==> config.mk <==
export PLATFORM = sky130hd
export DESIGN_NAME = axi_rd_track_fifo
export DESIGN_NICKNAME = d
export VERILOG_FILES = /design/src/hdl/axi_rd_mon_pkg.sv /design/src/hdl/axi_rd_track_fifo.sv
export SDC_FILE = /design/constraint.sdc
export NUM_CORES = 1
export LEC_CHECK = 0
export ABC_CLOCK_PERIOD_IN_PS = 9900
export CAP_MARGIN = 20
export CORE_MARGIN = 3
export CORE_UTILIZATION = 65
export CTS_BUF_LIST = sky130_fd_sc_hd__clkbuf_16
export CTS_CLUSTER_SIZE = 24
export DETAILED_ROUTE_END_ITERATION = 6
export DONT_BUFFER_PORTS = 1
export PLACE_DENSITY = 0.81
export SETUP_SLACK_MARGIN = 0.02
export SYNTH_ARGS = -nofsm -noshare
export SYNTH_HDL_FRONTEND = slang
export SYNTH_SLANG_ARGS = --single-unit
==> constraint.sdc <==
create_clock -name aclk -period 9.9 [get_ports aclk]
set_input_delay 0.99 -clock aclk [delete_from_list [all_inputs] [get_ports aclk]]
set_output_delay 0.99 -clock aclk [all_outputs]
set_load 0.02 [all_outputs]
==> src/hdl/axi_rd_mon_pkg.sv <==
package axi_rd_mon_pkg;

    // ==============================
    // Widths
    // ==============================
    localparam int ID_W      = 8;   // AXI ID
    localparam int ADDR_W    = 32;
    localparam int DATA_W    = 32;
    localparam int USER_W    = 1;   // AR and R user sideband
    localparam int TS_W      = 32;  // Timestamps and latency
    localparam int CNT_W     = 32;  // Statistics counters
    localparam int BIN_W     = 16;  // One histogram bin, wraps
    localparam int HIST_BINS = 16;
    localparam int QOS_W     = 4;

    // ==============================
    // AXI read channels
    // ==============================

    // AR payload, handshake kept as separate wires
    typedef struct packed {
        logic [ID_W-1:0]   id;
        logic [ADDR_W-1:0] addr;
        logic [7:0]        len;    // Beats minus one
        logic [2:0]        size;
        logic [1:0]        burst;
        logic [QOS_W-1:0]  qos;
        logic [USER_W-1:0] user;
    } ar_chan_t;

    // R payload
    typedef struct packed {
        logic [ID_W-1:0]   id;
        logic [DATA_W-1:0] data;
        logic [1:0]        resp;
        logic              last;   // Final beat of the burst
        logic [USER_W-1:0] user;
    } r_chan_t;

    // ==============================
    // Monitor state
    // ==============================

    // One in-flight read, pushed at AR and retired at rlast
    typedef struct packed {
        logic [TS_W-1:0]  start_ts;  // Cycle of the AR handshake
        logic [QOS_W-1:0] qos;       // ARQOS as accepted
        logic             high_pri;  // Classified at AR time
    } track_rec_t;

    typedef struct packed {
        logic [QOS_W-1:0] qos_high_threshold;  // High priority at or above
        logic [15:0]      qos_timeout_cycles;  // Latency limit for high priority
    } mon_cfg_t;

    typedef struct packed {
        logic [CNT_W-1:0] transaction_count;
        logic [CNT_W-1:0] avg_latency;
        logic [CNT_W-1:0] qos_high_count;
        logic [CNT_W-1:0] qos_low_count;
        logic [CNT_W-1:0] qos_violation_count;
    } perf_stats_t;

    typedef logic [HIST_BINS-1:0][BIN_W-1:0] hist_t;

endpackage

==> src/hdl/axi_rd_track_fifo.sv <==
module axi_rd_track_fifo #(
    parameter int MAX_OUTSTANDING = 8,  // Record slots
    parameter int OVERLOAD_MARGIN = 2   // Slots below full that count as overload
) (
    input  logic                                      aclk,
    input  logic                                      rst_n,

    // Write side, from the producer
    input  logic                                      push,
    input  axi_rd_mon_pkg::track_rec_t                rec,

    // Read side, to the consumer
    input  logic                                      pop,
    output axi_rd_mon_pkg::track_rec_t                head_rec,

    // Occupancy
    output logic                                      full,
    output logic [$clog2(MAX_OUTSTANDING+1)-1:0]      count,
    output logic                                      busy,
    output logic                                      overload
);

    // Pointer needs at least one bit for a single slot
    localparam int PTR_W = (MAX_OUTSTANDING > 1) ? $clog2(MAX_OUTSTANDING) : 1;
    localparam int OCC_W = $clog2(MAX_OUTSTANDING + 1);

    axi_rd_mon_pkg::track_rec_t mem [MAX_OUTSTANDING];  // Record store

    logic [PTR_W-1:0] wr_ptr;
    logic [PTR_W-1:0] rd_ptr;

    // ==============================
    // Storage
    // ==============================

    always_ff @(posedge aclk) begin
        if (push) begin
            mem[wr_ptr] <= rec;
        end
    end

    assign head_rec = mem[rd_ptr];  // Oldest record, valid while busy

    // ==============================
    // Pointers and occupancy
    // ==============================

    always_ff @(posedge aclk or negedge rst_n) begin
        if (!rst_n) begin
            wr_ptr <= '0;
            rd_ptr <= '0;
            count  <= '0;
        end else begin
            // Explicit wrap, depth need not be a power of two
            if (push) begin
                wr_ptr <= (wr_ptr == PTR_W'(MAX_OUTSTANDING - 1)) ? '0 : wr_ptr + 1'b1;
            end
            if (pop) begin
                rd_ptr <= (rd_ptr == PTR_W'(MAX_OUTSTANDING - 1)) ? '0 : rd_ptr + 1'b1;
            end
            case ({push, pop})
                2'b10:   count <= count + 1'b1;
                2'b01:   count <= count - 1'b1;
                default: count <= count;  // Idle or push with pop
            endcase
        end
    end

    assign full     = (count == OCC_W'(MAX_OUTSTANDING));
    assign busy     = (count != '0);
    assign overload = (int'(count) > MAX_OUTSTANDING - OVERLOAD_MARGIN);

endmodule

==> results_dict.tcl <==
set metrics [dict create \
    outcome "completed" \
    r2r_end "rd_ptr[0]" \
    clock_latency_ps 550 \
    antenna_found_initial 0 \
    numCtsBuffers 30 \
    use_met3_pct 5.29 \
    wirelength_mm 20.4 \
    ys_seq_elements 306 \
    min_period_ps 4210 \
    hpwl_mm 10.4 \
    ir_worst_vdd_uv 212 \
    cts_setup_buffers 0 \
    grt_max_degree 77 \
    max_freq_ghz 0.238 \
    synth_top_area_share_pct 74.4 \
    relSlewSlack_pct 27.8 \
    cp_max_fo 46 \
    fp.dieH_um 142 \
    final_hold_viol_count 0 \
    hold_class "input pin to async pin" \
    grtUsageTotal_pct 21.1 \
    insertedDiodeCount 0 \
    synth-edff-count 296 \
    pre_cts_slack_ps 6170 \
    yosys_warnings 0 \
    cp-start-kind "flop" \
    core_mm2 0.0177 \
    initial_core_util_pct 67.6 \
    cts_max_path_buffers 3 \
    htree_num_levels 1 \
    drt_iter0_markers 372 \
    critPathKind "flop to primary output" \
    grt_pass1_wl_mm 31.6 \
    grt_overflow_total 0 \
    cts_tree "yes" \
    yosysSeqAreaShare_pct 76.5 \
    final.setup.tns_ps 0 \
    p_leak_nw 4.30 \
    cp_data_required_time_ps 8910 \
    post-route-drc-count 0 \
    drv_slew 0 \
    drv_cap 0 \
    dieArea_mm2 0.0200 \
    ys.flop_type "edfxtp_1" \
    grt_pass1_vias 5299 \
    syn-cell-area_mm2 0.0119 \
    gp_congestion 0.696 \
    multi_input_area_mm2 0.00266 \
    top_usage_layer "met2" \
    ant_nets 0 \
    drt_first_pass_iters 4 \
    ys_types 31 \
    ff2ff_setup_slack_ps 7750 \
    clk_pin_slew_ps 60 \
    clkSinkCount 306 \
    netlist_instances 488 \
    fin_skew_ps 6.77 \
    postCtsResizedCells 0 \
    drive_gt1_share_pct 32.3 \
    power.density_mw_per_mm2 302 \
    vias 4900 \
    vias_per_cell 6.47 \
    io_buffers 0 \
    final_cell_mix "edfxtp_1, mux4_2, mux2_4, clkbuf_16, clkinv_2" \
    end_kind "primary output" \
    die_w_um 142 \
    clockRootBuffer "clkbuf_16" \
    syn_area_per_cell_um2 24.5 \
    yosysTopAreaCell "edfxtp_1" \
    final.setup.worst_slack_ps 5690 \
    holdWs_ps 132 \
    globalRouteMet1Util_pct 29.4 \
    critical_path_arrival_ps 3220 \
    setup_viol 0 \
    finalCritPeriodShare_pct 42.5 \
    synthArstFlopShare_pct 3.27 \
    synth_fp_nets 536 \
    met2_usage_pct 33.9 \
    final_common_cell "edfxtp_1" \
    tightestPinTransition_ps 1080 \
    ios 85 \
    syn_to_final_growth_pct 9.51 \
    rsz0062_at_grt "false" \
    rows 48 \
    wl_per_cell_um 27.0 \
    reg2reg_from "rd_ptr[0]" \
    rr_worst_depth 3 \
    nets 556 \
    synth_area_leaders "edfxtp_1, mux4_2, mux2_4" \
    n_fill_cell 980 \
    seqCellArea_mm2 0.00915 \
    ctsHoldBuffers 0 \
]
==> how the worst max path moves through the flow <==
stage,startpoint,to,slack (ps),depth (start not counted)
after floorplan,push,mem[0][0],5800,2
after global placement,rd_ptr[0],head_rec[1],6210,3
after detailed placement,rd_ptr[0],head_rec[4],6170,3
after CTS,rd_ptr[0],head_rec[0],5560,3
after global routing,rd_ptr[0],head_rec[4],5430,3
final,rd_ptr[0],head_rec[3],5690,3
==> power breakdown <==
| part | switching [mW] | internal (mW) | leakage, nW | total (mW) |
|---|---|---|---|---|
| Sequential | 0.198 | 1.63 | 2.80 | 1.83 |
| Clock | 0.444 | 0.575 | 0.477 | 1.02 |
| Combinational | 0.552 | 0.554 | 1.02 | 1.11 |
| Total | 1.19 | 2.76 | 4.30 | 3.95 |
==> per-layer routing <==
layer	wire, µm	vias to the layer above	share of wire (%)
met5	0	-	0
met4	529	0	2.6
met3	1660	45	8.1
met2	10300	163	51
met1	7880	2580	39
li1	-	2112	-
==> cell usage after synthesis (all sizes together) (2+ instances only) <==
library cell    n
a21oi           2
buf            16
clkbuf          6
dfrtp          10
edfxtp        296
ha              7
inv             2
mux2           43
mux4           74
nand2           3
nand2b          2
nor2            9
nor2b           3
nor3            2
xor2            4
==> critical path, stage by stage, from the launching register on <==
cell	delay [ps]
dfrtp_4	830
buf_4	780
mux4_1	660
mux2_4	330
==> area by class of cell <==
cell class	instances	area share, %
repair buffers	10	0.574
flip-flops and latches	306	70.0
clock buffers	30	5.74
inverters	2	0.0574
well taps	225	2.15
clock inverters	26	1.15
multi-input cells	158	20.4
==> cells by family after synthesis <==
| kind of cell | synth area share (%) |
|---|---|
| flops | 76.5 |
| mux | 19.4 |
| buf+inv | 1.62 |
| simple gates | 0.975 |
| fa+ha+maj | 0.734 |
| compound gates | 0.325 |
| xor+xnor | 0.367 |
==> state kept, by name (all words and copies together) (netlist names) <==
register,flops
rd_ptr,3
wr_ptr,3
count,4
mem,296
==> metrics by stage <==
stage                     power, mW  instances  util [%]  instance area, µm²
final                          3.95        757      74.0               13100
after global routing           4.12        757      74.0               13100
after CTS                      4.01        757      74.0               13100
after detailed placement       2.98        701      68.9               12200
after global placement         2.94        701      68.9               12200
after floorplan                2.78        488         -               11900
Power figures use the tool's default switching activity.
