**config.mk**
```make
export PLATFORM = sky130hd
export DESIGN_NAME = axi_rd_issue
export DESIGN_NICKNAME = d
export VERILOG_FILES = /design/src/hdl/axi_rd_mon_pkg.sv /design/src/hdl/axi_rd_issue.sv
export SDC_FILE = /design/constraint.sdc
export NUM_CORES = 1
export LEC_CHECK = 0
export ABC_AREA = 1
export ABC_CLOCK_PERIOD_IN_PS = 3000
export BUFFER_PORTS_ARGS = -buffer_cell sky130_fd_sc_hd__buf_2
export CORE_UTILIZATION = 25
export DETAILED_ROUTE_END_ITERATION = 7
export PLACE_DENSITY = 0.5
export SYNTH_ARGS = -nofsm -noshare
export SYNTH_HDL_FRONTEND = slang
export SYNTH_SLANG_ARGS = --single-unit
```
**constraint.sdc**
```tcl
create_clock -name aclk -period 3 [get_ports aclk]
set_input_delay 0 -clock aclk [delete_from_list [all_inputs] [get_ports aclk]]
set_output_delay 0 -clock aclk [all_outputs]
set_load 0.05 [all_outputs]
```
**src/hdl/axi_rd_mon_pkg.sv**
```systemverilog
package axi_rd_mon_pkg;

    // ==============================
    // Widths
    // ==============================
    localparam int ID_W      = 8;   // AXI ID
    localparam int ADDR_W    = 32;
    localparam int DATA_W    = 32;
    localparam int USER_W    = 1;   // AR and R user sideband
    localparam int TS_W      = 32;  // Timestamps and latency
    localparam int CNT_W     = 32;  // Statistics counters
    localparam int BIN_W     = 16;  // One histogram bin, wraps
    localparam int HIST_BINS = 16;
    localparam int QOS_W     = 4;

    // ==============================
    // AXI read channels
    // ==============================

    // AR payload, handshake kept as separate wires
    typedef struct packed {
        logic [ID_W-1:0]   id;
        logic [ADDR_W-1:0] addr;
        logic [7:0]        len;    // Beats minus one
        logic [2:0]        size;
        logic [1:0]        burst;
        logic [QOS_W-1:0]  qos;
        logic [USER_W-1:0] user;
    } ar_chan_t;

    // R payload
    typedef struct packed {
        logic [ID_W-1:0]   id;
        logic [DATA_W-1:0] data;
        logic [1:0]        resp;
        logic              last;   // Final beat of the burst
        logic [USER_W-1:0] user;
    } r_chan_t;

    // ==============================
    // Monitor state
    // ==============================

    // One in-flight read, pushed at AR and retired at rlast
    typedef struct packed {
        logic [TS_W-1:0]  start_ts;  // Cycle of the AR handshake
        logic [QOS_W-1:0] qos;       // ARQOS as accepted
        logic             high_pri;  // Classified at AR time
    } track_rec_t;

    typedef struct packed {
        logic [QOS_W-1:0] qos_high_threshold;  // High priority at or above
        logic [15:0]      qos_timeout_cycles;  // Latency limit for high priority
    } mon_cfg_t;

    typedef struct packed {
        logic [CNT_W-1:0] transaction_count;
        logic [CNT_W-1:0] avg_latency;
        logic [CNT_W-1:0] qos_high_count;
        logic [CNT_W-1:0] qos_low_count;
        logic [CNT_W-1:0] qos_violation_count;
    } perf_stats_t;

    typedef logic [HIST_BINS-1:0][BIN_W-1:0] hist_t;

endpackage

```
**src/hdl/axi_rd_issue.sv**
```systemverilog
module axi_rd_issue (
    input  logic                                aclk,
    input  logic                                rst_n,

    // Upstream AR side
    input  axi_rd_mon_pkg::ar_chan_t            s_ar,
    input  logic                                s_arvalid,
    output logic                                s_arready,

    // Downstream ready, gated before it reaches the master
    input  logic                                m_arready,

    // Tracking buffer
    input  logic                                full,
    output logic                                push,
    output axi_rd_mon_pkg::track_rec_t          rec,

    input  logic [axi_rd_mon_pkg::QOS_W-1:0]    cfg_qos_high_threshold,

    // Free-running time base, shared with the consumer
    output logic [axi_rd_mon_pkg::TS_W-1:0]     now_ts,

    // AR side statistics
    output logic [axi_rd_mon_pkg::CNT_W-1:0]    qos_high_count,
    output logic [axi_rd_mon_pkg::CNT_W-1:0]    qos_low_count,
    output axi_rd_mon_pkg::hist_t               qos_hist
);

    logic ar_hs;      // Upstream AR transfer this cycle
    logic high_pri;   // Classification of the AR on the bus

    // ==============================
    // Back-pressure and push
    // ==============================

    // Hold off the master while no record slot is free
    assign s_arready = m_arready & ~full;
    assign ar_hs     = s_arvalid & s_arready;

    assign high_pri = (s_ar.qos >= cfg_qos_high_threshold);

    // Record leaves in the handshake cycle
    assign push         = ar_hs;
    assign rec.start_ts = now_ts;
    assign rec.qos      = s_ar.qos;
    assign rec.high_pri = high_pri;

    // ==============================
    // Time base
    // ==============================

    always_ff @(posedge aclk or negedge rst_n) begin
        if (!rst_n) begin
            now_ts <= '0;
        end else begin
            now_ts <= now_ts + 1'b1;  // Wraps, latency math is modular
        end
    end

    // ==============================
    // QoS statistics
    // ==============================

    always_ff @(posedge aclk or negedge rst_n) begin
        if (!rst_n) begin
            qos_high_count <= '0;
            qos_low_count  <= '0;
            qos_hist       <= '0;
        end else if (ar_hs) begin
            if (high_pri) begin
                qos_high_count <= qos_high_count + 1'b1;
            end else begin
                qos_low_count  <= qos_low_count + 1'b1;
            end
            // Bin index is the QoS value itself
            qos_hist[s_ar.qos] <= qos_hist[s_ar.qos] + 1'b1;  // 16-bit wrap
        end
    end

endmodule

```
==> impl_metrics.csv <==
group,metric,value,unit
status,status,"finished clean",
yosys,synth_area,18000,um2
yosys,synth_top_area_cell,"dfrtp_1",
clock_tree,cts_buffer_depth,3,
worst_setup_path,crit_chain,"ha_1 > inv_1 > nor2_1 > nand2_1 > nor2_1 > nand2_1 > nor3_2 > nand3_1 > nor2_1 > nand2_1 > nor2_1 > xor2_1",
global_route,grt_first_pass_wirelength,107,mm
worst_setup_path,r2r.worst_path.cells,12,
cells_and_area,layout_common_cells,"nand2_1, buf_2, dfrtp_1, o21ai_0, nand3_1",
sta,tns,0,ns
yosys,synth_area_leaders,"dfrtp_1, nand2_1, o21ai_0, nand3_1, xor2_1",
worst_setup_path,critPathKind,"reg -> reg",
yosys,netlist_instances,2378,
cells_and_area,design_area,22600,um2
global_route,grt_usage,19.3,%
yosys,seq_area_frac_synth,48.9,%
detailed_routing,viasPerCell,4.50,
power_and_ir_drop,clkPwrFrac,43.2,%
worst_setup_path,critPathLaunchType,"register",
cells_and_area,drive_gt1_share,21.3,%
global_route,grt.overflow.total,0,
detailed_routing,vias,16900,
hold_path,hold_class,"in -> async",
power_and_ir_drop,seq_power_share,41.8,%
floorplan,rows,98,
detailed_routing,drcViolationCount,0,
sta,worst_pin_slew,1.06,ns
place,dp.cells,3677,
global_route,antenna_found_initial,0,
sta,period_needed,2.49,ns
detailed_routing,first_pass_iters,5,
detailed_routing,antenna_left,0,
worst_setup_path,worst_ep_arrival_time,2.98,ns
worst_setup_path,crit_required,3.49,ns
clock_tree,ctsResizeCount,0,
clock_tree,cts_hold_buf,1,
worst_setup_path,worstSetupEndpointType,"register",
cells_and_area,layout_commonest_cell,"nand2_1",
floorplan,fp.dieW,270,um
worst_setup_path,slowest_stage,"dfrtp_1",
detailed_routing,drtIter0Drc,1140,
clock_tree,clkLatencyLatePin,0.57,ns
cells_and_area,area_delta_synth_final,25.6,%
global_route,grt_pass1_vias,16400,
clock_tree,clock-sinks,352,
power_and_ir_drop,power.density,550,nW/um2
yosys,yosysWarnings,0,
sta,drv_slew,0,
floorplan,initial_utilization,25.2,%
clock_tree,h-tree-depth,2,
power_and_ir_drop,leakage,12.2,nW
floorplan,core_area,71400,um2
sta,skew,0.0145,ns
sta,hold_viol,0,
place,gp_congestion,0.911,
sta,maxSlewHeadroom,29.2,%
power_and_ir_drop,vdd_drop_max,0.000381,V
clock_tree,root_buffer,"clkbuf_16",
power_and_ir_drop,sw_frac_of_total,31.0,%
global_route,grt_max_degree,104,
flow_run,drv_cap,0,
sta,setup_violations,0,
clock_tree,cts_setup_buffers,0,
clock_tree,clkTransAtPathRegs,0.06,ns
worst_setup_path,cp_max_fo,5,
place,port_buffers,403,
yosys,syn_nets,2453,
floorplan,ios,458,
power_and_ir_drop,p_int,0.00858,W
cells_and_area,nets,2849,
clock_tree,numCtsBuffers,44,
yosys,avgSynthCellArea,7.57,um2
yosys,ys_ff_latch,352,
place,post_dp_cell_area,21200,um2
sta,post-route-period-util,82.9,%
power_and_ir_drop,power_switching,0.00385,W
detailed_routing,wl,71.7,mm
yosys,synth_edf_count,0,
place,place_hpwl,52.9,mm
cells_and_area,final_cells,3753,
yosys,yosysTopAreaCellShare,48.9,%
clock_tree,cts_tree,"done",
floorplan,die_y,270,um
worst_setup_path,max_stage_delay,0.41,ns
yosys,async_reset_ff_share,100,%
floorplan,dieArea,73100,um2
power_and_ir_drop,pwr-share-comb,15.0,%
yosys,synth_ff_type,"dfrtp_1",
yosys,ys_types,35,
worst_setup_path,cp_common_cell,"nor2_1",
sta,timing.fmax,402,MHz
detailed_routing,routedWlPerCell,19.1,um
sta,rsz0062_at_grt,"false",
[through the flow]
step | setup WS, ns | util (%) | hold WS [ns] | power [W]
after global placement | 0.302 | 29.7 | 0.147 | 0.00716
after floorplan | 0.291 | - | -0.296 | 0.00648
after detailed placement | 0.339 | 29.7 | 0.153 | 0.00717
after CTS | 0.479 | 31.7 | 0.105 | 0.0126
final | 0.514 | 31.7 | 0.0349 | 0.0124
after global routing | 0.229 | 31.7 | 0.0984 | 0.0129
[flip-flops by register name (all words and copies together), names as in the netlist]
register / cells
qos_hist: 256
now_ts: 32
qos_high_count: 32
qos_low_count: 32
[metal layers]
layer | track usage (%) | part of all wire [%]
met5 | 0 | 0
met4 | 5.28 | 2.5
met3 | 4.85 | 7.1
met2 | 32.0 | 47
met1 | 24.7 | 43
[synth_stat cells (2+ instances only)]
library cell / number
nor2_2: 8
nor2_1: 107
o21ai_1: 48
buf_6: 7
clkbuf_1: 39
inv_1: 115
nand4_2: 2
xnor2_1: 25
buf_4: 53
nand2_2: 10
buf_2: 35
ha_1: 8
nor3_1: 38
nand2_1: 1098
nand3_2: 5
buf_1: 3
nor2_4: 3
dfrtp_1: 352
nand3_1: 134
a22oi_1: 8
nor3_2: 3
nor4_1: 14
nor3b_1: 2
nand4_1: 28
o21ai_0: 144
inv_2: 12
a21oi_1: 3
xor2_1: 67
[final cells by class]
type | count | area [um2]
diodes | 1 | 2.50
clock buffers | 62 | 1250
clock inverters | 12 | 166
fillers | 7744 | 48800
inverters | 128 | 485
multi-input cells | 1760 | 7900
flip-flops and latches | 352 | 8810
well taps | 950 | 1190
repair buffers | 488 | 2810
[worst max-delay path, delay by kind of cell, from the launching register on]
family | cells | cell delay, ns
and+or+nand+nor | 9 | 1.57
DFF | 1 | 0.41
adders and majority gates | 1 | 0.20
xor gates and xnor gates | 1 | 0.14
buffers and inverters | 1 | 0.06
[cells by family (layout without fill, tap and decap cells)]
logic type               after synthesis  count (layout)  share of synthesized area [%]
flip-flops                           352             352                           48.9
XOR/XNOR                              93              93                           4.57
AND/OR/NAND/NOR                     1455            1455                           33.0
other                                  0               1                              0
AO/OA/AOI/OAI                        204             204                           5.79
buffers and inverters                266             690                           7.21
adder cells (fa/ha/maj)                8               8                          0.556
[worst paths after layout]
kind / from / end / slack (ns)
max: now_ts[0] / now_ts[28] / 0.51
min: rst_n / qos_high_count[7] / 0.03
max reg2reg: now_ts[0] / now_ts[28] / 0.51
min reg2reg: qos_low_count[31] / qos_low_count[31] / 0.47
max in group asynchronous: rst_n / qos_hist[212] / 1.91
min in group aclk: s_ar[1] / qos_hist[63] / 0.22
[power groups by stage]
stage	Sequential, W	Clock, W	Combinational [W]
global placement	0.00528	0	0.00188
detailed placement	0.00528	0	0.00189
CTS	0.00520	0.00551	0.00189
global route	0.00523	0.00568	0.00201
floorplan	0.00595	0	0.000530
finish	0.00520	0.00536	0.00186
(Power assumes the default switching activity.)
